--- src/source/tmr_pkg.sv ---
package tmr_pkg;

	// =========================================================================
	// copy numbering
	// =========================================================================
	localparam int NUM_COPIES = 3;

	typedef logic [1:0] copy_id_t; // 0 = no valid copy

	localparam copy_id_t COPY_NONE = 2'd0;
	localparam copy_id_t COPY_1    = 2'd1; // first copy, opens a set
	localparam copy_id_t COPY_3    = 2'd3; // last copy, closes a set

	// =========================================================================
	// control FSM and vote result
	// =========================================================================
	typedef enum logic [2:0] {
		IDLE,    // no copy held
		COLLECT, // some copies held
		COMPARE, // pass over all three buffers
		VOTE,    // one cycle, pick a copy
		REPLAY   // read the picked buffer out
	} ctrl_state_t;

	typedef logic [1:0] vote_t;

	localparam vote_t VOTE_NONE  = 2'd0;
	localparam vote_t VOTE_COPY1 = 2'd1;
	localparam vote_t VOTE_COPY2 = 2'd2;
	localparam vote_t VOTE_COPY3 = 2'd3; // never chosen by the rule, kept for the mux

endpackage

--- src/source/frame_parser.sv ---
module frame_parser #(
	parameter int ADDR_W    = 12,
	parameter int ID_OFFSET = 2
) (
	input  logic               clk,
	input  logic               rst,
	input  logic               rx_en,
	input  logic [7:0]         rx_data,
	input  logic               parse_hold,
	output logic               wr_en,
	output logic [ADDR_W-1:0]  wr_addr,
	output logic [7:0]         wr_data,
	output tmr_pkg::copy_id_t  wr_copy,
	output logic               frame_end,
	output tmr_pkg::copy_id_t  end_copy,
	output logic [ADDR_W-1:0]  end_len
);

	// offset only has to reach the first payload byte, then it sticks
	localparam int OFF_W = $clog2(ID_OFFSET + 2);
	localparam logic [OFF_W-1:0] ID_POS  = OFF_W'(ID_OFFSET);
	localparam logic [OFF_W-1:0] PAY_POS = OFF_W'(ID_OFFSET + 1);

	logic              rx_en_q;
	logic              rx_en_d;
	logic [7:0]        rx_data_q;
	logic [OFF_W-1:0]  offset;
	logic              accept;    // frame started while not held
	logic              frame_ok;
	logic [3:0]        id_nib;
	logic              id_valid;
	logic              pay_byte;
	tmr_pkg::copy_id_t copy;
	logic [ADDR_W-1:0] pay_cnt;

	assign frame_ok = (offset == '0) ? !parse_hold : accept;
	assign id_nib   = rx_data_q[3:0];
	assign id_valid = (id_nib != 4'd0) && (id_nib <= 4'(tmr_pkg::COPY_3));
	// stop writing once the buffer is full
	assign pay_byte = rx_en_q && (offset == PAY_POS) && (copy != tmr_pkg::COPY_NONE)
		&& (pay_cnt != '1);

	// =========================================================================
	// input stage
	// =========================================================================
	always_ff @(posedge clk) begin
		if (rst) begin
			rx_en_q <= 1'b0;
			rx_en_d <= 1'b0;
		end else begin
			rx_en_q <= rx_en;
			rx_en_d <= rx_en_q; // for the falling edge
		end
	end

	always_ff @(posedge clk) begin
		rx_data_q <= rx_data;
	end

	// =========================================================================
	// offset count and copy number
	// =========================================================================
	always_ff @(posedge clk) begin
		if (rst || !rx_en_q) begin
			offset  <= '0;
			accept  <= 1'b0;
			copy    <= tmr_pkg::COPY_NONE;
			pay_cnt <= '0;
		end else begin
			if (offset == '0)
				accept <= !parse_hold;
			if (offset != PAY_POS)
				offset <= offset + 1'b1;
			if (offset == ID_POS) begin
				// bad id or held frame, drop the whole frame
				copy <= (frame_ok && id_valid) ? id_nib[1:0] : tmr_pkg::COPY_NONE;
			end
			if (pay_byte)
				pay_cnt <= pay_cnt + 1'b1;
		end
	end

	// write strobe and frame end pulse
	always_ff @(posedge clk) begin
		if (rst) begin
			wr_en     <= 1'b0;
			frame_end <= 1'b0;
		end else begin
			wr_en     <= pay_byte;
			frame_end <= rx_en_d && !rx_en_q && (copy != tmr_pkg::COPY_NONE);
		end
	end

	always_ff @(posedge clk) begin
		wr_addr  <= pay_cnt;
		wr_data  <= rx_data_q;
		wr_copy  <= copy;
		end_copy <= copy;
		end_len  <= pay_cnt; // count of bytes written
	end

endmodule

--- config.mk ---
export PLATFORM = sky130hd
export DESIGN_NAME = frame_parser
export DESIGN_NICKNAME = d
export VERILOG_FILES = /design/src/source/tmr_pkg.sv /design/src/source/frame_parser.sv
export SDC_FILE = /design/constraint.sdc
export NUM_CORES = 1
export LEC_CHECK = 0
export ABC_AREA = 1
export BUFFER_PORTS_ARGS = -buffer_cell sky130_fd_sc_hd__buf_4
export CAP_MARGIN = 30
export CORE_UTILIZATION = 41
export DETAILED_ROUTE_END_ITERATION = 6
export GPL_ROUTABILITY_DRIVEN = 1
export PLACE_DENSITY_LB_ADDON = 0.15
export SLEW_MARGIN = 0
export SYNTH_ARGS = -nofsm -noshare
export SYNTH_HDL_FRONTEND = slang
export SYNTH_SLANG_ARGS = --single-unit
--- constraint.sdc ---
create_clock -name clk -period 2.2 [get_ports clk]
set_clock_uncertainty 0.05 [all_clocks]
set_input_delay 0.44 -clock clk [delete_from_list [all_inputs] [get_ports clk]]
set_output_delay 0.44 -clock clk [all_outputs]
set_load 0.05 [all_outputs]
==> metrics list <==
* Result of the run: finished clean
- The worst setup path is of the flip-flop to flip-flop kind.
* Number of sinks on the clock net: approximately 50
- The worst pin sits at a relative slew slack of 74.03%.
- After synthesis, flip-flops and latches occupy slightly below 60% of the total area.
- Largest vdd supply drop: 0.3805 mV
- The final number of max-transition violations was 0.
* Cts bufs inserted: 5
- Across the run, the number of max-cap violations was 0.
- Count of endpoints failing setup in the final report: 0
- CTS built an H-tree with a depth of 2.
- Count of fill cells added during filler insertion: around 390
- From synthesis to final layout, the design area changed by 22.72%.
- The cell family contributing the most delay on the critical path is simple AND/OR/NAND/NOR gates.
- In the final routed layout, each cell accounts on average for around 10 um.
* Core outline area: 4029 sq um
- TritonCTS built the clock tree.
- The number of different library cells used by synthesis comes to 20.
- Standby leakage power: 0.9249 nW
* Final Worst Setup Slack: 0.6452 ns
- In the final layout, the share of cells above drive strength 1 is 29.82%.
* Ratio of total power to cell area: 707.9 nW/um^2
* Initial antenna violation count: 0
- Critical Path, Cell by Cell: ha_1, nand2_1, nor2_2, nand3_4, nand2_1, inv_1, nor2_1, nor2_1
* Number of buffers inserted for hold repair after clock tree synthesis: 0
- Leading cell type in the layout, fill and taps excluded: sky130_fd_sc_hd__dfxtp_1
- Before antenna repair, the detailed router went through 4 iterations.
- For this design, the slowest cell found on the critical path is sky130_fd_sc_hd__dfxtp_1.
- Final weighted congestion in routability-driven placement: between 0.7 and 0.8
- The root buffer cell chosen for the clock tree is sky130_fd_sc_hd__clkbuf_8.
* Setup repair after global routing missed its margin: no
* Number of endpoints with negative hold slack in the final report: 0
- Synthesis inferred 51 register bits.
- In the layout the commonest cells are sky130_fd_sc_hd__dfxtp_1, sky130_fd_sc_hd__buf_4, sky130_fd_sc_hd__nor2_1, sky130_fd_sc_hd__nand2_1, sky130_fd_sc_hd__inv_1.
- Maximum number of pins on one net before global-route repair: 16
- The worst setup path is captured at a flip-flop.
- Detailed routing placed a total of 162 um of wire on met3.
- The highest metal layer carrying signal wires in the routed design is met4.
* Core Rows: 23
* Diode insertion count for antenna repair: 0
* Horizontal die dimension: about 67 um
- The clock period could shrink to 1.555 ns.
* Number of design-rule violations left by the first detailed-router iteration: 35
- Total grt overflow: 0
- Cell Area, Synth: ~1700 sq um
- Number of cells produced by synthesis: 186
- For this run, design rule violations remaining after detail routing come to 0.
- Arr. time, crit path: 1.69 ns
- Once detail routing completed, the nets flagged for antenna violations numbered 0.
* Actual transition at the worst max-transition pin: 0.3881 ns
- The first global-routing pass estimated 4664 um of wire.
- Detailed-route wire length: 2770 um
- No sink is reached through more buffers than the 2 on the longest clock path.
- Once detailed placement completed, the half-perimeter wirelength came to 2021 um.
- Mean Syn Cell Area: 9.357 sq um
- Place WS: 0.6457 ns
- Syn nets: 202
- CP Max Fanout: 15
- Share of the clock period used by the worst path after layout: between 70% and 80%
- Drt via density: ~4.4
* Area enclosed by the die boundary: 4510 sq um
* Vertical extent of the die: ~67 um
* Clk_lat worst skew: 0.29 ns
* Buffer and inverter count on the worst path: 1
- Warnings from Yosys: 0
* Clock slew at the register clock pins of the worst setup and hold paths: 0.08 ns
- For this run, the post-layout net count is 243.
- Slowest stage delay, CP: 0.37 ns
* Maximum clock frequency: 0.6432 GHz
- For the final routed database, the setup TNS stands at 0 ns.
- The min-delay analysis places its worst path in the category input pin to flip-flop.
- Effective utilization at floorplan: 43.20%
* Worst Setup Start Kind: flip-flop
- Met1 wire length: 1398 um
- Number of buffers inserted to repair setup after CTS: 0
- The routed layout has 1,229 vias.
- Worst Path Required: 2.34 ns
- Total global routing track utilization: 13.89%
- The number of global-route vias before repair came to 1,100.
- Post-CTS Resized: 0
* Number of placed I/O pins: 50
- Detailed routing placed a total of 1178 um of wire on met2.
- Input and output buffers added on the ports amount to about 50.
==> report_power, final <==
part	switching (W)	total [W]	internal [W]
Sequential	0.00000689	0.000948	0.000941
Combinational	0.0000452	0.0000741	0.0000289
Clock	0.000266	0.000490	0.000223
==> cell type report <==
type,count,area [sq um],area share (%)
Clock inverter,1,5.005,0.2343
Multi-Input combinational cell,103,535.5,25.07
Inverter,16,60.06,2.812
Clock buffer,7,76.32,3.574
Timing Repair Buffer,50,375.4,17.57
Sequential cell,51,1021,47.80
Tap cell,50,62.56,2.929
==> metal layers <==
layer	vias up	track usage [%]
li1	659	-
met1	529	18.49
met2	37	20.50
met3	4	4.223
met4	0	6.383
met5	-	0
==> per-stage QoR <==
step	utilization (%)	power, W	std cells	hold slack, ns	instance area [sq um]
global route	53.01	0.001587	278	0.1734	2136
CTS	53.01	0.001538	278	0.1868	2136
detailed placement	50.99	0.001045	270	0.2636	2054
global placement	50.99	0.001043	270	0.2607	2054
floorplan	-	0.001012	186	0.2596	1740
finish	53.01	0.001512	278	0.1977	2136
==> path summary, 6_finish.rpt <==
check	from	end	slack [ns]	cells after the start
worst min register to register	rx_data_q[5]	wr_data[5]	0.28	0
worst min-delay path	rx_data[0]	rx_data_q[0]	0.20	1
worst max-delay path	pay_cnt[1]	pay_cnt[1]	0.65	8
worst max register to register	pay_cnt[1]	pay_cnt[1]	0.65	8
==> sequential cells by signal, indices dropped and copies added (netlist names), 2 cells and up <==
signal / flops
copy: 2
end_copy: 2
end_len: 12
offset: 2
pay_cnt: 12
rx_data_q: 8
wr_data: 8
==> cells by family after synthesis <==
group                    count (synthesis)  share of synthesized area, %
AND/OR/NAND/NOR                         80                         22.21
flip-flops                              51                         58.66
buffers and inverters                   32                         10.57
AO/OA/AOI/OAI                           19                         5.679
adder cells (fa/ha/maj)                  4                         2.876
==> cell usage after synthesis, drive strengths merged <==
cell   count  share of area, %
a21oi      9               2.6
a31oi      3               1.1
buf       16               7.1
dfxtp     51                59
ha         4               2.9
inv       16               3.5
nand2     27               6.1
nand3     14               4.7
nand4      2              0.72
nor2      34               9.7
nor3       2              0.58
o21ai      7               2.0
or2        1              0.36
(Power assumes the default switching activity.)
