### src/source/tmr_pkg.sv
package tmr_pkg;

	// =========================================================================
	// copy numbering
	// =========================================================================
	localparam int NUM_COPIES = 3;

	typedef logic [1:0] copy_id_t; // 0 = no valid copy

	localparam copy_id_t COPY_NONE = 2'd0;
	localparam copy_id_t COPY_1    = 2'd1; // first copy, opens a set
	localparam copy_id_t COPY_3    = 2'd3; // last copy, closes a set

	// =========================================================================
	// control FSM and vote result
	// =========================================================================
	typedef enum logic [2:0] {
		IDLE,    // no copy held
		COLLECT, // some copies held
		COMPARE, // pass over all three buffers
		VOTE,    // one cycle, pick a copy
		REPLAY   // read the picked buffer out
	} ctrl_state_t;

	typedef logic [1:0] vote_t;

	localparam vote_t VOTE_NONE  = 2'd0;
	localparam vote_t VOTE_COPY1 = 2'd1;
	localparam vote_t VOTE_COPY2 = 2'd2;
	localparam vote_t VOTE_COPY3 = 2'd3; // never chosen by the rule, kept for the mux

endpackage

### src/source/vote_control.sv
module vote_control #(
	parameter int ADDR_W = 12
) (
	input  logic               clk,
	input  logic               rst,
	input  logic               frame_end,
	input  tmr_pkg::copy_id_t  end_copy,
	input  logic [ADDR_W-1:0]  end_len,
	input  logic               match_12,
	input  logic               match_23,
	input  logic               match_13,
	output logic               parse_hold,
	output logic [ADDR_W-1:0]  rd_addr,
	output logic               cmp_start,
	output logic               cmp_run,
	output logic               replay_en,
	output tmr_pkg::vote_t     sel_copy,
	output logic               vote_done,
	output logic               copy_lost,
	output logic               set_dropped,
	output logic               present_1,
	output logic               present_2,
	output logic               present_3,
	output logic [ADDR_W-1:0]  len_1,
	output logic [ADDR_W-1:0]  len_2,
	output logic [ADDR_W-1:0]  len_3
);

	tmr_pkg::ctrl_state_t          state;
	logic [tmr_pkg::NUM_COPIES:1]  present;
	logic [ADDR_W-1:0]             len [1:tmr_pkg::NUM_COPIES];
	logic [ADDR_W:0]               cnt;       // pass / replay counter
	logic [ADDR_W:0]               pass_last;
	logic [ADDR_W:0]               replay_last;
	logic [ADDR_W-1:0]             max_len;
	logic [ADDR_W-1:0]             sel_len;
	logic                          accepting;
	tmr_pkg::vote_t                vote_sel;
	logic [ADDR_W-1:0]             vote_len;

	assign accepting  = (state == tmr_pkg::IDLE) || (state == tmr_pkg::COLLECT);
	assign parse_hold = !accepting;
	assign cmp_run    = state == tmr_pkg::COMPARE;
	assign replay_en  = state == tmr_pkg::REPLAY;
	assign rd_addr    = cnt[ADDR_W-1:0];

	assign present_1 = present[1];
	assign present_2 = present[2];
	assign present_3 = present[3];
	assign len_1     = len[1];
	assign len_2     = len[2];
	assign len_3     = len[3];

	// longest copy held, +2 for the read latency
	always_comb begin
		max_len = '0;
		for (int i = 1; i <= tmr_pkg::NUM_COPIES; i++) begin
			if (present[i] && (len[i] > max_len))
				max_len = len[i];
		end
	end

	assign pass_last   = {1'b0, max_len} + 1'b1;
	assign replay_last = {1'b0, sel_len} - 1'b1;

	// =========================================================================
	// vote rule, 1-2 first, then 2-3, then 1-3
	// =========================================================================
	always_comb begin
		vote_sel = tmr_pkg::VOTE_NONE;
		vote_len = len[1];
		if (match_12) begin
			vote_sel = tmr_pkg::VOTE_COPY1;
			vote_len = len[1];
		end else if (match_23) begin
			vote_sel = tmr_pkg::VOTE_COPY2;
			vote_len = len[2];
		end else if (match_13) begin
			vote_sel = tmr_pkg::VOTE_COPY1;
			vote_len = len[1];
		end
	end

	// lengths only change while frames are accepted
	always_ff @(posedge clk) begin
		if (frame_end && accepting)
			len[end_copy] <= end_len;
		if (state == tmr_pkg::VOTE)
			sel_len <= vote_len;
	end

	// =========================================================================
	// control FSM
	// =========================================================================
	always_ff @(posedge clk) begin
		if (rst) begin
			state       <= tmr_pkg::IDLE;
			present     <= '0;
			cnt         <= '0;
			cmp_start   <= 1'b0;
			vote_done   <= 1'b0;
			set_dropped <= 1'b0;
			sel_copy    <= tmr_pkg::VOTE_NONE;
			copy_lost   <= 1'b0;
		end else begin
			cmp_start   <= 1'b0;
			vote_done   <= 1'b0;
			set_dropped <= 1'b0;
			case (state)
				tmr_pkg::IDLE, tmr_pkg::COLLECT: begin
					if (frame_end) begin
						if ((end_copy == tmr_pkg::COPY_1) && (present != '0)) begin
							// open set abandoned, start over with this copy 1
							present                 <= '0;
							present[tmr_pkg::COPY_1] <= 1'b1;
							set_dropped             <= 1'b1;
						end else begin
							present[end_copy] <= 1'b1;
						end
						if (end_copy == tmr_pkg::COPY_3) begin
							state     <= tmr_pkg::COMPARE;
							cnt       <= '0;
							cmp_start <= 1'b1; // comparators load presence/length
						end else begin
							state <= tmr_pkg::COLLECT;
						end
					end
				end
				tmr_pkg::COMPARE: begin
					if (cnt == pass_last) begin
						state <= tmr_pkg::VOTE;
						cnt   <= '0;
					end else begin
						cnt <= cnt + 1'b1;
					end
				end
				tmr_pkg::VOTE: begin
					sel_copy  <= vote_sel;
					copy_lost <= !(match_12 && match_23 && match_13);
					vote_done <= 1'b1;
					cnt       <= '0;
					if ((vote_sel != tmr_pkg::VOTE_NONE) && (vote_len != '0)) begin
						state <= tmr_pkg::REPLAY;
					end else begin
						state   <= tmr_pkg::IDLE; // nothing to send
						present <= '0;
					end
				end
				tmr_pkg::REPLAY: begin
					if (cnt == replay_last) begin
						state   <= tmr_pkg::IDLE;
						present <= '0;
					end else begin
						cnt <= cnt + 1'b1;
					end
				end
				default: state <= tmr_pkg::IDLE;
			endcase
		end
	end

endmodule

### config.mk
export PLATFORM = sky130hd
export DESIGN_NAME = vote_control
export DESIGN_NICKNAME = d
export VERILOG_FILES = /design/src/source/tmr_pkg.sv /design/src/source/vote_control.sv
export SDC_FILE = /design/constraint.sdc
export NUM_CORES = 1
export LEC_CHECK = 0
export ABC_CLOCK_PERIOD_IN_PS = 10400
export BUFFER_PORTS_ARGS = -buffer_cell sky130_fd_sc_hd__buf_4
export CAP_MARGIN = 30
export CORE_ASPECT_RATIO = 1.5
export CORE_MARGIN = 4
export CORE_UTILIZATION = 40
export DETAILED_ROUTE_END_ITERATION = 8
export PLACE_DENSITY = 0.7
export SLEW_MARGIN = 20
export SYNTH_ARGS = -nofsm -noshare
export SYNTH_HDL_FRONTEND = slang
export SYNTH_SLANG_ARGS = --single-unit
### constraint.sdc
create_clock -name clk -period 10.4 [get_ports clk]
set_input_delay 1.04 -clock clk [delete_from_list [all_inputs] [get_ports clk]]
set_output_delay 1.04 -clock clk [all_outputs]
set_load 0.02 [all_outputs]
==> flow_summary.ini <==
[critical_path]
critPathLaunchType = register
crit_path_max_fanout = 25
critPathTopFamily = compound AO/OA/AOI/OAI gates
path_cells = nand2_1, ha_1, nand4_1, a311o_1, o2111ai_1, buf_4, a21o_1, and2_1, ha_1, and3_1, a221o_1, a221oi_4, a21o_2, mux2_2, ha_1, inv_1, a311oi_2, o211ai_1, xnor2_1, a2111o_1, nor4_2, a21o_1, a21o_2, nor2_1
required_ps = 10630
critical-path-max-stage-delay_ps = 690
crit_path_frequent_cell = sky130_fd_sc_hd__ha_1
worst_setup_end_kind = register
cp_num_buf_inv = 2
worstSetupPathType = register to register
worstPathArrival_ps = 7490
crit_slowest_cell = sky130_fd_sc_hd__dfxtp_1

[global_route]
grt_antenna_before_repair = 0
grt_overall_usage_pct = 20.9
globalRoute.totalOverflow = 0
grt_first_pass_wirelength_um = 24300
first_global_vias = 4597
pin_count_of_the_biggest_net_entering_global_routing = 27

[logic_synthesis]
yosys-top-cells-area = sky130_fd_sc_hd__edfxtp_1 (28%), sky130_fd_sc_hd__dfxtp_1 (9.8%), sky130_fd_sc_hd__ha_1 (6.6%), sky130_fd_sc_hd__xnor2_1 (5.0%), sky130_fd_sc_hd__mux2_2 (3.1%)
cell_variety_after_synth = 68
yosys.area.top_type = sky130_fd_sc_hd__edfxtp_1
synth_enable_flop_cells = 48
synth.avg_cell_area_um2 = 9.45
synth-async-reset-ratio_pct = 0
ys.flop_type = sky130_fd_sc_hd__edfxtp_1
synthCells = 541
yosysWarnings = 0
synth_fp_nets = 588
postSynthRegisterBits = 73
yosys.area.top_type_share_pct = 28.2
synth_sequential_area_ratio_pct = 38.0
synth.cell_area_um2 = 5110

[layout]
instances_no_fill = 767
final.fill_count = 1183
layout.area.seq_um2 = 1940
finish.net_count = 653
antenna-diode-count = 0
mostFrequentLayoutCell = sky130_fd_sc_hd__buf_4
design_area_um2 = 6060
most-common-layout-cells = sky130_fd_sc_hd__buf_4 (87), sky130_fd_sc_hd__edfxtp_1 (48), sky130_fd_sc_hd__nor2_1 (40)
area.growth.synth_to_final_pct = 18.6
multi_input_area_um2 = 2880
final_layout_size_suffix_gt1_share_pct = 20.9

[place]
placer_congestion = 0.902
placement.io_buffers = 79
pre_cts_slack_ps = 3220
numPlacedInstances = 750
placement.cell_area_um2 = 5750
hpwl_um = 11900

[job]
maxCapViolCount = 0

[routing]
route.detailed.wl_per_inst_um = 19.5
sum_of_routed_wire_length_over_all_layers_um = 14900
drc = 0
postRouteAntennaNets = 0
vias = 4592
route.detailed.vias_per_inst = 5.99
drt_first_pass_iters = 5
detailedRoute.firstIterationViolations = 327

[clock_network]
number_of_buffers_inserted_during_clock_tree_synthesis = 9
worst_skew_pair.late_latency_ps = 340
root_buffer = sky130_fd_sc_hd__clkbuf_16
cts_hold_repair.buffers = 0
cts_sinks = 73
clock_path_buffers = 2
cts.repair.resized = 0
cts_post_setup_buffers_inserted = 0
clkTransAtPathRegs_ps = 60
h-tree-depth = 3
clock_tree_from_tritoncts = yes

[floorplan]
core_area_um2 = 12500
die_outline_area_um2 = 14700
design.portCount = 80
die_w_um = 100
initial_utilization_pct = 40.9
placementRows = 50
fp.dieH_um = 146

[sta]
grt_setup_unrepaired = no
tightest_slew_ps = 711
setup_viol = 0
final-max-slew-violation-count = 0
timing.final.hold_violations = 0
tns_ps = 0
timing.final.ws_setup_ps = 3140
fmax_mhz = 138
finalCritPeriodShare_pct = 69.8
worst_slew_margin_rel_pct = 52.5
final_critical_period_ps = 7260
clock_skew_ps = 9.62

[power]
pwr_density_cell_nw_per_um2 = 128
power.leakage_uw = 0.00227
peakVddDrop_mv = 0.101

[min_path]
worst_hold_path_type = register to register

[run_status]
outcome = finished, final reports clean
## area by class of cell
class	count	area share (%)
Multi-Input combinational cell	413	47.6
Timing Repair Buffer	88	10.9
Inverter	21	1.30
Clock buffer	10	4.13
Sequential cell	73	32.0
Tap cell	156	3.22
Clock inverter	6	0.908
## final timing paths
path | startpoint | endpoint | slack, ps | cells past startpoint
max | present[1] | cnt[9] | 3140 | 24
min | sel_copy[0] | sel_copy[0] | 490 | 2
max reg2reg | present[1] | cnt[9] | 3140 | 24
min reg2reg | sel_copy[0] | sel_copy[0] | 490 | 2
## synthesized netlist by cell type (4+ instances only)
cell type	number
sky130_fd_sc_hd__xor2_1	18
sky130_fd_sc_hd__o211ai_1	4
sky130_fd_sc_hd__buf_4	13
sky130_fd_sc_hd__nor3b_1	5
sky130_fd_sc_hd__buf_6	4
sky130_fd_sc_hd__a211oi_1	18
sky130_fd_sc_hd__nor2_1	40
sky130_fd_sc_hd__nand2b_1	5
sky130_fd_sc_hd__nor3_1	16
sky130_fd_sc_hd__o21ai_0	15
sky130_fd_sc_hd__buf_2	5
sky130_fd_sc_hd__and3_1	12
sky130_fd_sc_hd__xnor2_1	29
sky130_fd_sc_hd__nor4_1	7
sky130_fd_sc_hd__o21a_1	5
sky130_fd_sc_hd__and2_1	12
sky130_fd_sc_hd__ha_1	27
sky130_fd_sc_hd__o22ai_1	4
sky130_fd_sc_hd__dfxtp_1	25
sky130_fd_sc_hd__a21oi_1	19
sky130_fd_sc_hd__inv_1	21
sky130_fd_sc_hd__a31oi_1	17
sky130_fd_sc_hd__nand4_1	17
sky130_fd_sc_hd__nand3_1	25
sky130_fd_sc_hd__edfxtp_1	48
sky130_fd_sc_hd__mux2_2	14
sky130_fd_sc_hd__a21o_1	14
sky130_fd_sc_hd__nand2_1	34
sky130_fd_sc_hd__clkbuf_1	12
## power by group
part / leakage (uW) / total (uW) / internal [uW] / switching [uW]
registers: 0.000640 / 330 / 318 / 12.3
logic: 0.00147 / 126 / 51.0 / 74.7
clock network: 0.000151 / 317 / 181 / 136
total: 0.00227 / 773 / 550 / 223
## routing by layer
layer  routed length, um  GRT usage, %
met3                 674          2.87
met5                   0             0
met2                7470          35.0
met4                 770          12.1
met1                6010          25.2
## state kept, by name, indices dropped and copies added (netlist names)
name and flops:
set_dropped 1, len 36, present 3, sel_len 12, cnt 13, cmp_start 1
copy_lost 1, sel_copy 2, state 3, vote_done 1
## metrics by stage
stage	hold slack, ps	power, uW	utilization (%)
2_1_floorplan	475	420	-
5_1_grt	558	801	48.5
3_5_place_dp	485	461	46.0
3_3_place_gp	473	459	45.8
4_1_cts	499	775	48.4
6_report	491	773	48.5
## tightest hold or removal path, delay by kind of cell (launching register included)
family             cells  cell delay (ps)
DFF                    1              330
and+or+nand+nor        1               70
AOI/OAI and AO/OA      1               60
## kinds of logic (layout without fill, tap and decap cells)
family                     after synthesis  count (layout)  synth area share (%)
adders and majority gates               27              27                  6.61
and+or+nand+nor                        190             190                  19.3
buffers and inverters                   55             125                  5.70
xor gates and xnor gates                47              47                  8.05
AOI/OAI and AO/OA                      132             132                  18.7
DFF                                     73              73                  38.0
muxes                                   17              17                  3.67
Note: power is estimated with default switching activity, not from simulation.
