File: config.mk
export PLATFORM = sky130hd
export DESIGN_NAME = copy_comparator
export DESIGN_NICKNAME = d
export VERILOG_FILES = /design/src/source/copy_comparator.sv
export SDC_FILE = /design/constraint.sdc
export NUM_CORES = 1
export LEC_CHECK = 0
export BUFFER_PORTS_ARGS = -buffer_cell sky130_fd_sc_hd__buf_2
export CAP_MARGIN = 20
export CORE_ASPECT_RATIO = 1.75
export CORE_MARGIN = 2
export CORE_UTILIZATION = 47
export CTS_CLUSTER_SIZE = 14
export DETAILED_ROUTE_END_ITERATION = 16
export PLACE_DENSITY = 0.78
export SLEW_MARGIN = 20
export SYNTH_ARGS = -nofsm -noshare
export SYNTH_HDL_FRONTEND = slang
export SYNTH_SLANG_ARGS = --single-unit
File: constraint.sdc
create_clock -name clk -period 1.8 [get_ports clk]
set_input_delay 0.54 -clock clk [delete_from_list [all_inputs] [get_ports clk]]
set_output_delay 0.54 -clock clk [all_outputs]
set_load 0.005 [all_outputs]
File: src/source/copy_comparator.sv
module copy_comparator #(
	parameter int ADDR_W = 12
) (
	input  logic              clk,
	input  logic              rst,
	input  logic              cmp_start,
	input  logic              cmp_run,
	input  logic [7:0]        a_data,
	input  logic [7:0]        b_data,
	input  logic [ADDR_W-1:0] a_len,
	input  logic [ADDR_W-1:0] b_len,
	input  logic              a_present,
	input  logic              b_present,
	output logic              match
);

	logic            run_d;     // run level aligned to read data
	logic [ADDR_W:0] idx;       // address of the byte pair on a_data/b_data
	logic            in_window;
	logic            byte_diff;

	// lengths are equal whenever match is still set, so a_len is enough
	assign in_window = run_d && (idx < {1'b0, a_len});
	assign byte_diff = a_data != b_data;

	always_ff @(posedge clk) begin
		if (rst) begin
			run_d <= 1'b0;
			idx   <= '0;
			match <= 1'b0;
		end else begin
			run_d <= cmp_run;
			if (cmp_start) begin
				idx   <= '0;
				match <= a_present && b_present && (a_len == b_len);
			end else begin
				if (run_d)
					idx <= idx + 1'b1;
				if (in_window && byte_diff)
					match <= 1'b0; // one bad byte is enough
			end
		end
	end

endmodule

==> results of run 1 <==
==> metal layers <==
metal | global-route usage | vias up | wire length (um)
met3 | 0.05769 | 7 | 192
li1 | - | 562 | -
met4 | 0.1864 | 0 | 100
met2 | 0.3594 | 43 | 1497
met5 | 0 | - | 0
met1 | 0.1902 | 502 | 961
==> logic make-up (layout without fill, tap and decap cells) <==
group / count (synthesis) / in the layout / synth area share
and+or+nand+nor: 44 / 44 / 0.2158
xor gates and xnor gates: 30 / 30 / 0.2300
AOI/OAI and AO/OA: 17 / 17 / 0.08652
buffers and inverters: 17 / 67 / 0.06461
DFF: 15 / 15 / 0.2629
adders and majority gates: 12 / 12 / 0.1314
muxes: 1 / 1 / 0.008763
==> placed cells by master (no fill, tap or decap), drive strengths merged <==
cell	n
buf	48
inv	15
xor2	15
xnor2	15
dfxtp	15
nor2	14
ha	12
nand4	9
o21ai	7
nand2	5
a21oi	5
nand3	4
clkbuf	4
a211oi	3
nor4	3
or3	3
nor3	2
or2	1
a21o	1
a221oi	1
and4b	1
and3b	1
nor2b	1
mux2i	1
==> power breakdown <==
group          switching (uW)  internal [uW]  total (uW)
registers                2.47            334         337
clock network             119            157         276
logic                    63.8           77.6         141
total                     185            569         754
==> sequential cells by signal, summed over array words and instances (netlist names) <==
register  count
idx          13
match         1
run_d         1
==> worst max path at each step <==
stage / startpoint / endpoint / slack, ps
2_1_floorplan: a_len[10] / match / 190
6_report: idx[1] / idx[12] / 120
4_1_cts: idx[1] / idx[12] / 70
5_1_grt: idx[1] / idx[12] / 40
3_5_place_dp: a_len[1] / match / -80
3_3_place_gp: a_len[1] / match / -40
==> stage by stage <==
step | hold slack [ps] | TNS, ps | setup WS (ps)
finish | 483.0 | 0 | 120.9
global route | 491.0 | 0 | 39.06
CTS | 479.7 | 0 | 69.47
detailed placement | 524.9 | -75.09 | -75.09
global placement | 498.7 | -43.38 | -43.38
floorplan | 473.4 | 0 | 186.7
==> layout make-up <==
type,count,area [um2]
inverter,15,56.30
clock buffer,4,45.04
timing repair buffer,48,245.2
multi-input combinational,104,768.2
sequential,15,301.5
tap,25,31.28
fill,203,854.6
==> timing repair <==
action,CTS,global route
resized for setup,0,1
buffers inserted,0,0
setup endpoints to repair,0,1
==> flow_summary.toml, run 1 <==
[synth]
most_area_hungry_cell_type_in_the_yosys_netlist = "dfxtp_1"
async_reset_ff_frac = 0
netlist_area_mm2 = 0.001142
ys_ff_latch = 15
synth_top_area_share = 0.2629
synth.top_cells.by_area = "dfxtp_1 26%, ha_1 13%, xnor2_1 12%"
synth-main-ff-cell = "dfxtp_1"
synth_seq_area_share = 0.2629
mappedNetlistNets = 194
ys_types = 26
syn_avg_cell_area_um2 = 8.400
synth-warning-count = 0
count_of_mapped_cells_out_of_synthesis = 136
netlist_top_cells_count = "15 x dfxtp_1, 15 x inv_1, 15 x xnor2_1, 15 x xor2_1, 14 x nor2_1"
synth_enable_flop_cells = 0

[floorplan]
fp.dieArea_mm2 = 0.002856
die_h_um = 69.22
initial_utilization = 0.4962
num_rows = 23
design.portCount = 47
die_w_um = 41.27
standard_cell_core_area_mm2 = 0.002302

[drt]
routed_wl_um = 2752
drt_wl_cell_um = 13.04
drt-pass1-iter-count = 4
via_count = 1114
drc = 0
detailedRoute.firstIterationViolations = 16
route.detailed.vias_per_inst = 5.280
post_detailed_route_count_of_antenna_violating_nets = 0

[critical_path]
cp_cell_sequence = "ha_1 -> inv_1 -> or3_4 -> or3_1 -> a21oi_1"
timing.rr.start = "idx[1]"
critPathCaptureType = "register"
cp.arrival_ps = 1860
r2r_slack_ps = 120
worst-path-buf-inv = 1
setup.worst_path.start_class = "register"
crit-reg2reg-capture = "idx[12]"
critical-path-top-delay-family = "simple AND/OR/NAND/NOR gates"
timing_worst_setup_path_type = "register to register"
critical_path_required_ps = 1980
cp_slowest_stage_delay_ps = 420
timing.critical_path.slowest_stage_cell = "or3_4"
rr_worst_depth = 5
path_max_fanout = 5
critical_path_cell_count = 5

[timing]
slew_headroom = 0.7458
finalSetupViolations = 0
timing_max_transition_violations_final = 0
final_clock_period_utilization_by_the_worst_path = 0.9329
worstMarginPinSlew_ps = 377.8
timing.clock.skew_ps = 0.9974
period_minus_slack_ps = 1679
grt_setup_unrepaired = "false"
timing.final.hold_violations = 0
max_freq_ghz = 0.5955

[final_layout]
areaGrowthSynthToFinish_pct = 26.73
share_of_cells_above_drive_strength_1 = 0.2957
summed_area_of_non_filler_cells_in_the_final_layout_mm2 = 0.001448
final_nets = 245
number_of_diodes = 0
finish.utilization = 0.6288
post_layout_nonfiller_instances = 211

[grt]
global_route.overflow_total = 0
first_pass_grt_wire_length_um = 4353
overall_track_demand_over_capacity_in_global_routing = 0.2182
grt_max_degree = 14
first_global_vias = 1152
initial_antenna_violation_count = 0

[clock_tree]
post_cts_hold_buffer_count = 0
clock_path_buffers = 2
cts_num_sinks = 15
number_of_buffers_added_by_the_clock_tree_synthesis_step = 3
clkSlewWorstSetupHoldPaths_ps = 60
cts_tree = "yes"
htree_levels = 1
clk_latency_ps = 250
cts_root_buf = "clkbuf_8"

[placement]
post_place_cells = 207
routabilityCongestion = 0.7696
io_buffer_count = 46
placed_cell_area_mm2 = 0.001401
hpwlAfterDp_um = 2308

[pwr]
fin_total_pwr_uw = 754.0
p_per_cell_area_mw_per_mm2 = 520.9
leakagePower_uw = 0.0006713
vdd_ir_drop_max_uv = 418.0

[hold_path]
holdCritStartpoint = "rst"
hold_path_depth = 2
worst_hold_path.endpoint = "run_d"
hold_path.class = "input pin to register"

[flow_run]
maxCapViolCount = 0

[status]
outcome = "finished clean"
Power figures use the tool's default switching activity.
==> run 2, diff against run 1 <==
Settings changed: CORE_ASPECT_RATIO 1.75 to unset.
==> flow_summary.toml, run 2 (same netlist as run 1, synthesis figures left out) <==
[clock_tree]
post_cts_resize_count = 0
cts_tree = "yes"
cts_root_buf = "clkbuf_4"
number_of_buffers_added_by_the_clock_tree_synthesis_step = 3
clkSlewWorstSetupHoldPaths_ps = 100
postCtsSetupRepairBufs = 0
clock_path_buffers = 2
htree_levels = 1
cts_num_sinks = 15
post_cts_hold_buffer_count = 0
clk_latency_ps = 290

[floorplan]
num_rows = 17
initial_utilization = 0.5067
design.portCount = 47
die_w_um = 53.30
standard_cell_core_area_mm2 = 0.002255
die_h_um = 53.30
fp.dieArea_mm2 = 0.002841

[critical_path]
timing.critical_path.slowest_stage_cell = "or3_4"
setup.worst_path.start_class = "register"
rr_worst_depth = 5
path_max_fanout = 5
cp.arrival_ps = 1850
timing_worst_setup_path_type = "register to register"
critPathCaptureType = "register"
cp_slowest_stage_delay_ps = 420
critical_path_required_ps = 2030
cp_cell_sequence = "ha_1 -> inv_1 -> or3_4 -> or3_1 -> a21oi_1"

[grt]
first_pass_grt_wire_length_um = 4816
grt_max_degree = 14
use_met1 = 0.2368
met2_usage_grt = 0.4465
grt_use_met3 = 0.03672
overall_track_demand_over_capacity_in_global_routing = 0.2296
initial_antenna_violation_count = 0
global_route.overflow_total = 0
gr-max-usage-layer = "met2"
first_global_vias = 1219

[hold_path]
hold_path_depth = 2
hold_path.class = "input pin to register"

[timing]
max_freq_ghz = 0.6187
grt_setup_unrepaired = "false"
slew_headroom = 0.7658
worstMarginPinSlew_ps = 348.1
timing_max_transition_violations_final = 0
final_clock_period_utilization_by_the_worst_path = 0.8980
timing.final.hold_violations = 0
period_minus_slack_ps = 1616
finalSetupViolations = 0
timing.clock.skew_ps = 3.997

[final_layout]
reg_top3 = "idx: 13 flops, match: 1 flops, run_d: 1 flops"
largest_reg_flops = 13
fillerInstances = 209
mostFrequentLayoutCells = "46 x buf_2, 15 x inv_1, 15 x xor2_1, 15 x xnor2_1, 15 x dfxtp_1"
number_of_diodes = 0
final_nets = 246
regArea_um2 = 300.3
final_common_cell = "buf_2"
share_of_cells_above_drive_strength_1 = 0.2995
areaGrowthSynthToFinish_pct = 26.07
finish.utilization = 0.6387
max_flop_register = "idx"
multi_input_comb_area_um2 = 768.2

[drt]
route.detailed.vias_per_inst = 5.312
detailedRoute.firstIterationViolations = 16
drc = 0
routed_wl_um = 2791
post_detailed_route_count_of_antenna_violating_nets = 0
drt_wl_cell_um = 12.98
via_count = 1142
drt-pass1-iter-count = 4

[placement]
routabilityCongestion = 0.7405
io_buffer_count = 46
hpwlAfterDp_um = 2366

[status]
outcome = "finished clean"

[pwr]
vdd_ir_drop_max_uv = 322.7
p_per_cell_area_mw_per_mm2 = 471.1
leakagePower_uw = 0.0006712
fin_total_pwr_uw = 678.4

[flow_run]
maxCapViolCount = 0
[run 2: changes by cell type in the layout (fill, tap and decap cells not counted)]
cell / delta
dfxtp_1: +1
clkinv_2: +1
clkbuf_8: -3
buf_4: +1
clkbuf_4: +3
dfxtp_2: -1
clkbuf_1: -1
[run 2: path summary, 6_finish.rpt]
kind / from / to / slack [ps]
min: rst / run_d / 430
min reg2reg: match / match / 530
max: idx[0] / idx[12] / 180
max reg2reg: idx[0] / idx[12] / 180
[run 2: where the power goes]
part / switching [uW] / leakage (uW) / internal (uW)
Combinational: 64.7 / 0.000532 / 77.9
Clock: 117 / 0.0000177 / 82.6
Sequential: 2.10 / 0.000121 / 334
[run 2: layout make-up]
type                       count  share of cell area
inverter                      15             0.03910
sequential                    15              0.2085
tap                           28             0.02433
timing repair buffer          49              0.1755
clock buffer                   3             0.01564
clock inverter                 1            0.003475
multi-input combinational    104              0.5334
[run 2: critical path: cells and delay by family, from the launching register on]
kind / cells / cell delay, ps
simple gates: 2 / 770
buf+inv: 1 / 70
compound gates: 1 / 140
flops: 1 / 370
fa+ha+maj: 1 / 220
[run 2: layer usage]
metal	vias to the layer above	part of all wire	wire, um
met1	529	0.40	1116
met2	34	0.52	1450
li1	569	-	-
met4	0	0.023	65
met3	10	0.056	157
met5	-	0	0
[run 2: through the flow]
step | hold WS [ps] | setup slack [ps] | std cells | TNS, ps | cell area [um2]
6_report | 428.2 | 183.6 | 215 | 0 | 1440
5_1_grt | 429.2 | 67.04 | 215 | 0 | 1440
4_1_cts | 427.0 | 171.6 | 215 | 0 | 1440
3_5_place_dp | 515.1 | -59.27 | 211 | -59.27 | 1413
3_3_place_gp | 506.9 | 20.14 | 211 | 0 | 1413
2_1_floorplan | 473.4 | 186.7 | 136 | 0 | 1142
==> run 3, diff against run 2 <==
Settings changed: CORE_MARGIN 2 to 10.
==> flow_summary.toml, run 3 (same netlist as run 1, synthesis figures left out) <==
[status]
outcome = "finished clean"

[clock_tree]
cts_num_sinks = 15
clkSlewWorstSetupHoldPaths_ps = 90
htree_levels = 1
number_of_buffers_added_by_the_clock_tree_synthesis_step = 3
post_cts_hold_buffer_count = 0
cts_root_buf = "clkbuf_4"
cts_tree = "yes"
clk_latency_ps = 290
post_cts_resize_count = 0
clock_path_buffers = 2
postCtsSetupRepairBufs = 0

[pwr]
p_per_cell_area_mw_per_mm2 = 466.2
fin_total_pwr_uw = 671.4
vdd_ir_drop_max_uv = 523.3
leakagePower_uw = 0.0006712

[final_layout]
areaGrowthSynthToFinish_pct = 26.07
largest_reg_flops = 13
final_nets = 246
mostFrequentLayoutCells = "46 x buf_2, 15 x inv_1, 15 x xor2_1, 15 x xnor2_1, 15 x dfxtp_1"
reg_top3 = "idx: 13 flops, match: 1 flops, run_d: 1 flops"
share_of_cells_above_drive_strength_1 = 0.2995
post_layout_nonfiller_instances = 215
number_of_diodes = 0
final_common_cell = "buf_2"
max_flop_register = "idx"
summed_area_of_non_filler_cells_in_the_final_layout_mm2 = 0.001440

[floorplan]
num_rows = 17
die_h_um = 69.30
standard_cell_core_area_mm2 = 0.002255
design.portCount = 47
fp.dieArea_mm2 = 0.004802
die_w_um = 69.30
initial_utilization = 0.5067

[drt]
detailedRoute.firstIterationViolations = 19
drc = 0
route.detailed.vias_per_inst = 5.042
via_count = 1084
routed_wl_um = 3039
post_detailed_route_count_of_antenna_violating_nets = 0
drt-pass1-iter-count = 4
drt_wl_cell_um = 14.13

[timing]
grt_setup_unrepaired = "false"
final_clock_period_utilization_by_the_worst_path = 0.8818
timing_max_transition_violations_final = 0
max_freq_ghz = 0.6300
timing.clock.skew_ps = 3.155
period_minus_slack_ps = 1587
worstMarginPinSlew_ps = 351.6
timing.final.hold_violations = 0
finalSetupViolations = 0
slew_headroom = 0.7634
postLayoutSetupSlackWorst_ps = 212.8

[placement]
routabilityCongestion = 0.8886
io_buffer_count = 46
placed_cell_area_mm2 = 0.001413
hpwlAfterDp_um = 2691
post_place_cells = 211
worst_slack_at_placement_ps = -30.04

[grt]
overall_track_demand_over_capacity_in_global_routing = 0.1259
grt_max_degree = 14
first_pass_grt_wire_length_um = 5181
global_route.overflow_total = 0
initial_antenna_violation_count = 0
first_global_vias = 1127

[flow_run]
maxCapViolCount = 0

[critical_path]
setup.worst_path.start_class = "register"
critical_path_required_ps = 2020
path_max_fanout = 5
timing_worst_setup_path_type = "register to register"
cp.arrival_ps = 1810
critPathCaptureType = "register"

[hold_path]
hold_path.class = "input pin to register"
[run 3: cell counts in the layout (fill, tap and decap cells not counted)]
Identical to the previous run, type by type.
[run 3: through the flow]
| step | hold WS (ps) | setup TNS, ps | utilization |
|---|---|---|---|
| global placement | 505.1 | 0 | 0.6265 |
| detailed placement | 511.7 | -30.04 | 0.6265 |
| CTS | 422.0 | 0 | 0.6387 |
| global route | 419.4 | 0 | 0.6387 |
| finish | 437.1 | 0 | 0.6387 |
| floorplan | 473.4 | 0 | - |
[run 3: path summary, 6_finish.rpt]
path	startpoint	slack [ps]	cells after the start	to
max reg2reg	idx[2]	210	4	idx[12]
min	rst	440	2	run_d
min reg2reg	idx[12]	530	2	idx[12]
max	idx[2]	210	4	idx[12]
[run 3: worst max-delay path, cell delays in order, from the launching register on]
cell,delay [ps]
dfxtp_1,460
nand4_4,150
or3_4,420
or3_1,360
a21oi_1,130
[run 3: power by group]
group          switching [uW]  internal (uW)  total, uW
Clock                     110           82.6        193
Combinational            65.4           77.8        143
Sequential               1.92            334        336
[run 3: metal layers]
layer | wire length [um] | GRT usage | vias to the layer above
li1 | - | - | 566
met1 | 1286 | 0.1399 | 492
met2 | 1586 | 0.2258 | 21
met3 | 142 | 0.03994 | 5
met4 | 23 | 0.02661 | 0
met5 | 0 | 0 | -
[run 3: cell type report]
cell class | instances | area (um2)
Fill cell | 194 | 814.5
Multi-Input combinational cell | 104 | 768.2
Sequential cell | 15 | 300.3
Timing Repair Buffer | 49 | 252.7
Inverter | 15 | 56.30
Tap cell | 28 | 35.03
Clock buffer | 3 | 22.52
Clock inverter | 1 | 5.005
