===== src/source/tmr_pkg.sv =====
package tmr_pkg;

	// =========================================================================
	// copy numbering
	// =========================================================================
	localparam int NUM_COPIES = 3;

	typedef logic [1:0] copy_id_t; // 0 = no valid copy

	localparam copy_id_t COPY_NONE = 2'd0;
	localparam copy_id_t COPY_1    = 2'd1; // first copy, opens a set
	localparam copy_id_t COPY_3    = 2'd3; // last copy, closes a set

	// =========================================================================
	// control FSM and vote result
	// =========================================================================
	typedef enum logic [2:0] {
		IDLE,    // no copy held
		COLLECT, // some copies held
		COMPARE, // pass over all three buffers
		VOTE,    // one cycle, pick a copy
		REPLAY   // read the picked buffer out
	} ctrl_state_t;

	typedef logic [1:0] vote_t;

	localparam vote_t VOTE_NONE  = 2'd0;
	localparam vote_t VOTE_COPY1 = 2'd1;
	localparam vote_t VOTE_COPY2 = 2'd2;
	localparam vote_t VOTE_COPY3 = 2'd3; // never chosen by the rule, kept for the mux

endpackage


===== src/source/replay_sender.sv =====
module replay_sender #(
	parameter int ADDR_W = 12
) (
	input  logic           clk,
	input  logic           rst,
	input  logic           replay_en,
	input  tmr_pkg::vote_t sel_copy,
	input  logic [7:0]     rdata_1,
	input  logic [7:0]     rdata_2,
	input  logic [7:0]     rdata_3,
	output logic [7:0]     data_out,
	output logic           out_en
);

	logic            rep_d;     // replay_en matched to buffer latency
	logic [ADDR_W:0] sent;      // bytes sent in this replay
	logic [7:0]      sel_data;

	always_comb begin
		case (sel_copy)
			tmr_pkg::VOTE_COPY1: sel_data = rdata_1;
			tmr_pkg::VOTE_COPY2: sel_data = rdata_2;
			tmr_pkg::VOTE_COPY3: sel_data = rdata_3;
			default:             sel_data = 8'h00;
		endcase
	end

	always_ff @(posedge clk) begin
		if (rst) begin
			rep_d  <= 1'b0;
			sent   <= '0;
			out_en <= 1'b0;
		end else begin
			rep_d <= replay_en;
			// never more bytes than one buffer holds
			out_en <= rep_d && !sent[ADDR_W];
			if (!rep_d)
				sent <= '0;
			else if (!sent[ADDR_W])
				sent <= sent + 1'b1;
		end
	end

	always_ff @(posedge clk) begin
		data_out <= sel_data;
	end

endmodule


===== config.mk =====
export PLATFORM = sky130hd
export DESIGN_NAME = replay_sender
export DESIGN_NICKNAME = d
export VERILOG_FILES = /design/src/source/tmr_pkg.sv /design/src/source/replay_sender.sv
export SDC_FILE = /design/constraint.sdc
export NUM_CORES = 1
export LEC_CHECK = 0
export ABC_AREA = 1
export BUFFER_PORTS_ARGS = -buffer_cell sky130_fd_sc_hd__buf_2
export CORE_MARGIN = 2
export CORE_UTILIZATION = 30
export DETAILED_ROUTE_END_ITERATION = 10
export HOLD_SLACK_MARGIN = 0.12
export SLEW_MARGIN = 15
export SYNTH_ARGS = -nofsm -noshare
export SYNTH_HDL_FRONTEND = slang
export SYNTH_SLANG_ARGS = --single-unit

===== constraint.sdc =====
create_clock -name clk -period 1.67 [get_ports clk]
set_input_delay 0.334 -clock clk [delete_from_list [all_inputs] [get_ports clk]]
set_output_delay 0.334 -clock clk [all_outputs]
set_load 0.1 [all_outputs]

==> run summary, run 1 <==
STA
-------------------------------------------------------------------------------------------------
Hold_ws                                                                                  0.202 ns
Final Hold Violating Endpoints                                                                  0
Max Clock Freq                                                                            721 MHz
RSZ-0062 raised after global routing                                                        false
Setup-violating endpoint count in the final report                                              0
Final critical-path required period                                                       1.39 ns
Transition time of the tightest slew-check pin                                           0.498 ns
Aggregate negative setup slack                                                               0 ns
Share of the clock period used by the worst path after layout                               0.830
Worst slew slack as a fraction of its limit                                                 0.667
Final number of max-transition violations                                                       0
Worst setup skew after layout                                                           0.0154 ns

DIE
-------------------------------------------------------------------------------------------------
Starting utilization of the core area                                                       0.310
I/O pins                                                                                       38
Core outline area                                                                        3310 µm²
Floorplan die height                                                                      62.5 µm
Die Footprint                                                                            3900 µm²
Width of the chip                                                                         62.5 µm
Placement row count                                                                            21

WORST SETUP PATH
-------------------------------------------------------------------------------------------------
Family with the most delay on the worst path                                         buffers and inverters
Setup crit end kind                                                                   output port
Total buffers and inverters traversed by the critical path                                      1
Startpoint kind of the worst setup timing path                                           register
Slowest stage cell on the critical path                                                     buf_2
Data required, critical path                                                              1.34 ns
Maximum single-stage delay on the critical path                                           0.42 ns
WP data arrival                                                                           1.05 ns
Largest driver fanout on the critical path                                                      1
Crit path cell chain                                                                        buf_2
Worst setup path category                                                              reg -> out

YOSYS
-------------------------------------------------------------------------------------------------
Number of enable-type register cells in the synthesized netlist                                 0
Most repeated cell in the gate-level netlist after synthesis                              nand2_1
Share of the synthesized area in the top cell type                                          0.449
Synthesized netlist net count                                                                 180
Top FF cell, synth                                                                        dfxtp_1
Mean post-synth cell area                                                                6.84 µm²
Share of synthesized flip-flops with an asynchronous set or reset                               0
Flip-flop and latch count after synthesis                                                      23
Commonest cells in the synthesized netlist                                           nand2_1 (51), dfxtp_1 (23), nor2_1 (19)
Largest area contributor in the synthesized netlist                                       dfxtp_1
Post-synthesis sequential area ratio                                                        0.449
Netlist Area Pre-Place                                                                   1030 µm²
Number of instances in the synthesized netlist                                                150
Warning count from the yosys run                                                                0
Number of distinct library cell variants in the gate-level netlist after synthesis             15
Biggest area contributors in the synthesized netlist                                 dfxtp_1 (45%), nand2_1 (19%), nand3_1 (7.8%), nor2_1 (7.0%), inv_1 (6.6%)

FINAL LAYOUT
-------------------------------------------------------------------------------------------------
Multi-input combinational cell area                                                       490 µm²
Area taken by flip-flops and latches                                                      460 µm²
Design Area, Final                                                                       1290 µm²
Area overhead of the layout relative to synthesis                                           26.2%
FILL cells                                                                                    394
Nets                                                                                          222
Share of post-route cells with drive strength above 1                                       0.236
Antenna diodes                                                                                  0

CLOCK TREE
-------------------------------------------------------------------------------------------------
Number of instances resized during post-cts repair                                              0
Setup bufs post-CTS                                                                             0
Hold-fix buffer count after cts                                                                 0
Bufs on Longest Clock Path                                                                      2
Clock transition at the registers of the reported paths                                   0.13 ns
TritonCTS clock tree                                                                        built
CTS buffer count                                                                                3
Clock root buffer                                                                        clkbuf_4
Sinks on the clock net                                                                         23
Source-to-sink clock delay at the later pin of the worst-skew pair                        0.31 ns
Depth of the CTS H-tree                                                                         1

GLOBAL ROUTING
-------------------------------------------------------------------------------------------------
Vias in the first global route                                                                915
GR Overflow Total                                                                               0
First-pass GRT wire length                                                                3640 µm
Antenna violations before repair                                                                0
Aggregate global-route resource usage                                                       0.115
Pin count of the biggest net entering global routing                                           13

ROUTING
-------------------------------------------------------------------------------------------------
Mean number of vias per cell                                                                 4.22
Antenna Nets Post-Route                                                                         0
Residual DRC                                                                                    0
DRT Pass-1 Iters                                                                                4
Routed vias                                                                                   999
Per-cell routed wire length                                                               8.36 µm
First DRT Iteration DRCs                                                                       20
Total wirelength of the detailed-routed design                                            1980 µm

JOB
-------------------------------------------------------------------------------------------------
Number of max-capacitance violations reported                                                   0

POWER AND IR DROP
-------------------------------------------------------------------------------------------------
P_leak                                                                                   0.588 nW
Cell area power density                                                                817 nW/µm²
Peak supply drop                                                                         0.340 mV

PLACE
-------------------------------------------------------------------------------------------------
RD Place Congestion                                                                         0.793
Placed standard-cell area                                                                1270 µm²
DP HPWL                                                                                   1610 µm
Port Buffer Count                                                                              37

OUTCOME
-------------------------------------------------------------------------------------------------
Status                                                                               finished clean

WORST HOLD PATH
-------------------------------------------------------------------------------------------------
Type of the most critical hold path                                                     in -> reg

[sequential cells by signal (all words and copies together) (netlist names)]
name      flops
sent         13
out_en        1
rep_d         1
data_out      8
[power breakdown]
group	switching (mW)	internal [mW]
registers	0.00513	0.569
clock network	0.160	0.0931
logic	0.180	0.0500
[final timing paths]
| check | start | endpoint | slack (ns) | cells after the start |
|---|---|---|---|---|
| worst max-delay path | data_out[5] | data_out[5] | 0.28 | 1 |
| worst min-delay path | rst | rep_d | 0.20 | 2 |
| worst max register to register | sent[0] | sent[8] | 0.36 | 6 |
| worst min register to register | sent[12] | out_en | 0.49 | 1 |
[area by class of cell]
cell class | count | share of cell area
Clock buffer | 4 | 0.0203
Inverter | 20 | 0.0580
Multi-Input combinational cell | 107 | 0.379
Sequential cell | 23 | 0.356
Tap cell | 46 | 0.0444
Timing Repair Buffer | 37 | 0.143
[metrics by stage]
stage          setup WS (ns)  instances  total power, mW   util
2_1_floorplan          0.427        150            0.760      -
3_3_place_gp           0.395        233            0.819  0.383
3_5_place_dp           0.367        233            0.818  0.383
4_1_cts                0.264        237             1.08  0.391
5_1_grt                0.181        237             1.11  0.391
6_report               0.284        237             1.06  0.391
[cell usage in the layout (no fill, tap or decap), types with 2 or more instances in the layout]
cell,instances
dfxtp_1,23
nand4_1,4
inv_1,18
nor2_1,19
o21ai_0,2
o21bai_1,2
nand2_1,51
a21oi_1,5
buf_2,37
nor3_1,3
nor2_4,3
nand3_1,16
clkbuf_4,3
[routing by layer]
layer / track usage / up-vias / wire length, µm
li1: - / 555 / -
met1: 0.132 / 403 / 917
met2: 0.192 / 37 / 828
met3: 0.0288 / 4 / 192
met4: 0.0667 / 0 / 42
met5: 0 / - / 0
[kinds of logic after synthesis]
| group | count (synthesis) | synth area share |
|---|---|---|
| fa+ha+maj | 1 | 0.0122 |
| compound gates | 9 | 0.0488 |
| simple gates | 97 | 0.417 |
| flops | 23 | 0.449 |
| buf+inv | 20 | 0.0732 |
No activity file was read; power rests on OpenSTA's default activity.
==> run 2, diff against run 1 <==
--- a/config.mk
+++ b/config.mk
@@ -5,7 +5,7 @@
 export SDC_FILE = /design/constraint.sdc
 export NUM_CORES = 1
 export LEC_CHECK = 0
-export ABC_AREA = 1
+export ABC_AREA = 0
 export BUFFER_PORTS_ARGS = -buffer_cell sky130_fd_sc_hd__buf_2
 export CORE_MARGIN = 2
 export CORE_UTILIZATION = 30
==> constraint.sdc (replaced) <==
create_clock -name clk -period 1.3 [get_ports clk]
set_input_delay 0.26 -clock clk [delete_from_list [all_inputs] [get_ports clk]]
set_output_delay 0.26 -clock clk [all_outputs]
set_load 0.1 [all_outputs]
==> run 2 against run 1 <==
Effect of this change:
- the flow now finishes with violations (negative setup slack)
- sequential power increased by 29%
- clock-buffer cell count decreased by 1
- area after synthesis is 0.85% lower
- combinational power is 59% higher
- critical path type is now reg -> reg
- largest cell class unchanged
==> run summary, run 2 <==
CLOCK TREE
-------------------------------------------------------------------------------------------------
Source-to-sink clock delay at the later pin of the worst-skew pair                        0.31 ns
Clock transition at the registers of the reported paths                                   0.13 ns
CTS buffer count                                                                                3
TritonCTS clock tree                                                                        built
Depth of the CTS H-tree                                                                         1
Sinks on the clock net                                                                         23
Clock root buffer                                                                        clkbuf_4
Bufs on Longest Clock Path                                                                      2

POWER AND IR DROP
-------------------------------------------------------------------------------------------------
P_leak                                                                                   0.657 nW
Peak supply drop                                                                         0.565 mV
Cell area power density                                                                942 nW/µm²
Switch share                                                                                0.315
Internal portion of total power                                                          0.985 mW
Overall power after layout                                                                1.44 mW
Combinational group share of total power                                                    0.254
Power spent charging and discharging nets                                                0.453 mW
Part of the total power dissipated in the clock network                                     0.229
Reg power frac                                                                              0.517

PLACE
-------------------------------------------------------------------------------------------------
Pre-CTS setup slack                                                                    -0.0617 ns
Port Buffer Count                                                                              37
RD Place Congestion                                                                         0.736
DP HPWL                                                                                   1760 µm
Placed standard-cell area                                                                1430 µm²

GLOBAL ROUTING
-------------------------------------------------------------------------------------------------
Vias in the first global route                                                                890
Antenna violations before repair                                                                0
First-pass GRT wire length                                                                3720 µm
Pin count of the biggest net entering global routing                                           14
Aggregate global-route resource usage                                                       0.119
GR Overflow Total                                                                               0

FINAL LAYOUT
-------------------------------------------------------------------------------------------------
Share of post-route cells with drive strength above 1                                       0.527
Antenna diodes                                                                                  0
Area overhead of the layout relative to synthesis                                           50.2%
Max reg flops                                                                                  13
Nets                                                                                          179
Design Area, Final                                                                       1530 µm²
Top Registers                                                                        sent (13), data_out (8)
Multi-input combinational cell area                                                       558 µm²
Core occupancy in the finished layout                                                       0.465
Most frequent cells in the layout                                                    buf_2 (28), dfxtp_1 (15), buf_4 (15)
Register with the most flip-flops                                                            sent
Area taken by flip-flops and latches                                                      478 µm²
FILL cells                                                                                    315
Most common library cell in the layout ignoring fill and taps                               buf_2

DIE
-------------------------------------------------------------------------------------------------
Starting utilization of the core area                                                       0.310
Core outline area                                                                        3280 µm²
Width of the chip                                                                         62.2 µm
Die Footprint                                                                            3870 µm²
I/O pins                                                                                       38
Floorplan die height                                                                      62.2 µm
Placement row count                                                                            21

ROUTING
-------------------------------------------------------------------------------------------------
Antenna Nets Post-Route                                                                         0
Total wirelength of the detailed-routed design                                            2210 µm
First DRT Iteration DRCs                                                                       36
DRT Pass-1 Iters                                                                                4
Residual DRC                                                                                    0
Per-cell routed wire length                                                               11.4 µm
Mean number of vias per cell                                                                 4.81
Routed vias                                                                                   933

STA
-------------------------------------------------------------------------------------------------
Setup-violating endpoint count in the final report                                              1
Max Clock Freq                                                                            768 MHz
Transition time of the tightest slew-check pin                                           0.551 ns
Worst-case setup margin in the final layout                                           -0.00150 ns
Final number of max-transition violations                                                       0
Final Hold Violating Endpoints                                                                  0
Worst setup skew after layout                                                          0.00273 ns
Worst slew slack as a fraction of its limit                                                 0.632
Hold_ws                                                                                  0.153 ns
Final critical-path required period                                                       1.30 ns
RSZ-0062 raised after global routing                                                         true
Share of the clock period used by the worst path after layout                                1.00

YOSYS
-------------------------------------------------------------------------------------------------
Largest area contributor in the synthesized netlist                                       dfxtp_1
Share of synthesized flip-flops with an asynchronous set or reset                               0
Warning count from the yosys run                                                                0
Commonest cells in the synthesized netlist                                           dfxtp_1 (23), a22o_1 (8), mux2_2 (8)
Flip-flop and latch count after synthesis                                                      23
Number of instances in the synthesized netlist                                                 98
Most repeated cell in the gate-level netlist after synthesis                              dfxtp_1
Post-synthesis sequential area ratio                                                        0.453
Biggest area contributors in the synthesized netlist                                 dfxtp_1 (45%), mux2_2 (8.9%), a22o_1 (6.9%), o31ai_1 (3.0%), or4_1 (3.0%)
Top FF cell, synth                                                                        dfxtp_1
Share of the synthesized area in the top cell type                                          0.453
Netlist Area Pre-Place                                                                   1020 µm²
Number of enable-type register cells in the synthesized netlist                                 0
Synthesized netlist net count                                                                 128
Number of distinct library cell variants in the gate-level netlist after synthesis             32
Mean post-synth cell area                                                                10.4 µm²

WORST SETUP PATH
-------------------------------------------------------------------------------------------------
Setup crit end kind                                                                      register
Data required, critical path                                                              1.55 ns
Worst setup path category                                                              reg -> reg
Startpoint kind of the worst setup timing path                                           register
Largest driver fanout on the critical path                                                      4
R2r setup slk                                                                           -0.002 ns
WP data arrival                                                                           1.55 ns

JOB
-------------------------------------------------------------------------------------------------
Number of max-capacitance violations reported                                                   0

WORST HOLD PATH
-------------------------------------------------------------------------------------------------
Type of the most critical hold path                                                     in -> reg

OUTCOME
-------------------------------------------------------------------------------------------------
Status                                                                               finished with violations
Violations in the final reports                                                      negative setup slack

run 2: power by group through the flow:
| stage | Sequential (mW) | Combinational (mW) | Clock, mW |
|---|---|---|---|
| 3_3_place_gp | 0.765 | 0.355 | 0 |
| 6_report | 0.744 | 0.365 | 0.330 |
| 5_1_grt | 0.747 | 0.382 | 0.384 |
| 2_1_floorplan | 0.924 | 0.0619 | 0 |
| 3_5_place_dp | 0.765 | 0.360 | 0 |
| 4_1_cts | 0.747 | 0.368 | 0.351 |
run 2: stage by stage:
step                setup TNS (ns)  std cells
finish                    -0.00150        194
global route                -0.204        194
CTS                              0        192
detailed placement          -0.144        186
global placement                 0        186
floorplan                        0         98
run 2: worst max-delay path: stages (launching register included):
cell	delay, ns
dfxtp_2	0.35
nand4b_1	0.25
or4_1	0.52
a21oi_1	0.12
run 2: layout make-up:
class	instances	share of cell area
multi-input cells	69	0.365
well taps	46	0.0377
clock inverters	1	0.00328
inverters	1	0.00246
repair buffers	51	0.264
flip-flops and latches	23	0.313
clock buffers	3	0.0147
run 2: logic make-up after synthesis:
family                     after synthesis  share of synthesized area
and+or+nand+nor                         33                      0.210
adders and majority gates                1                     0.0123
xor gates and xnor gates                 4                     0.0344
AOI/OAI and AO/OA                       21                      0.151
buffers and inverters                    6                     0.0307
muxes                                   10                      0.108
DFF                                     23                      0.453
run 2: timing repair:
action,in CTS,in global routing
endpoints found under the setup margin,6,5
endpoints found under the hold margin,1,0
resized for setup,9,6
setup buffers,1,2
pin swaps,6,4
hold buffers,1,0
run 2: worst paths after layout:
path	startpoint	to	cells past startpoint
max	sent[12]	sent[9]	3
min	replay_en	rep_d	2
max reg2reg	sent[12]	sent[9]	3
min reg2reg	sent[11]	sent[11]	2
run 2: layer usage:
layer | vias to the layer above | GRT usage | share of wire
li1 | 465 | - | -
met1 | 425 | 0.130 | 0.39
met2 | 41 | 0.207 | 0.50
met3 | 2 | 0.0652 | 0.10
met4 | 0 | 0.0167 | 0.0050
met5 | - | 0 | 0
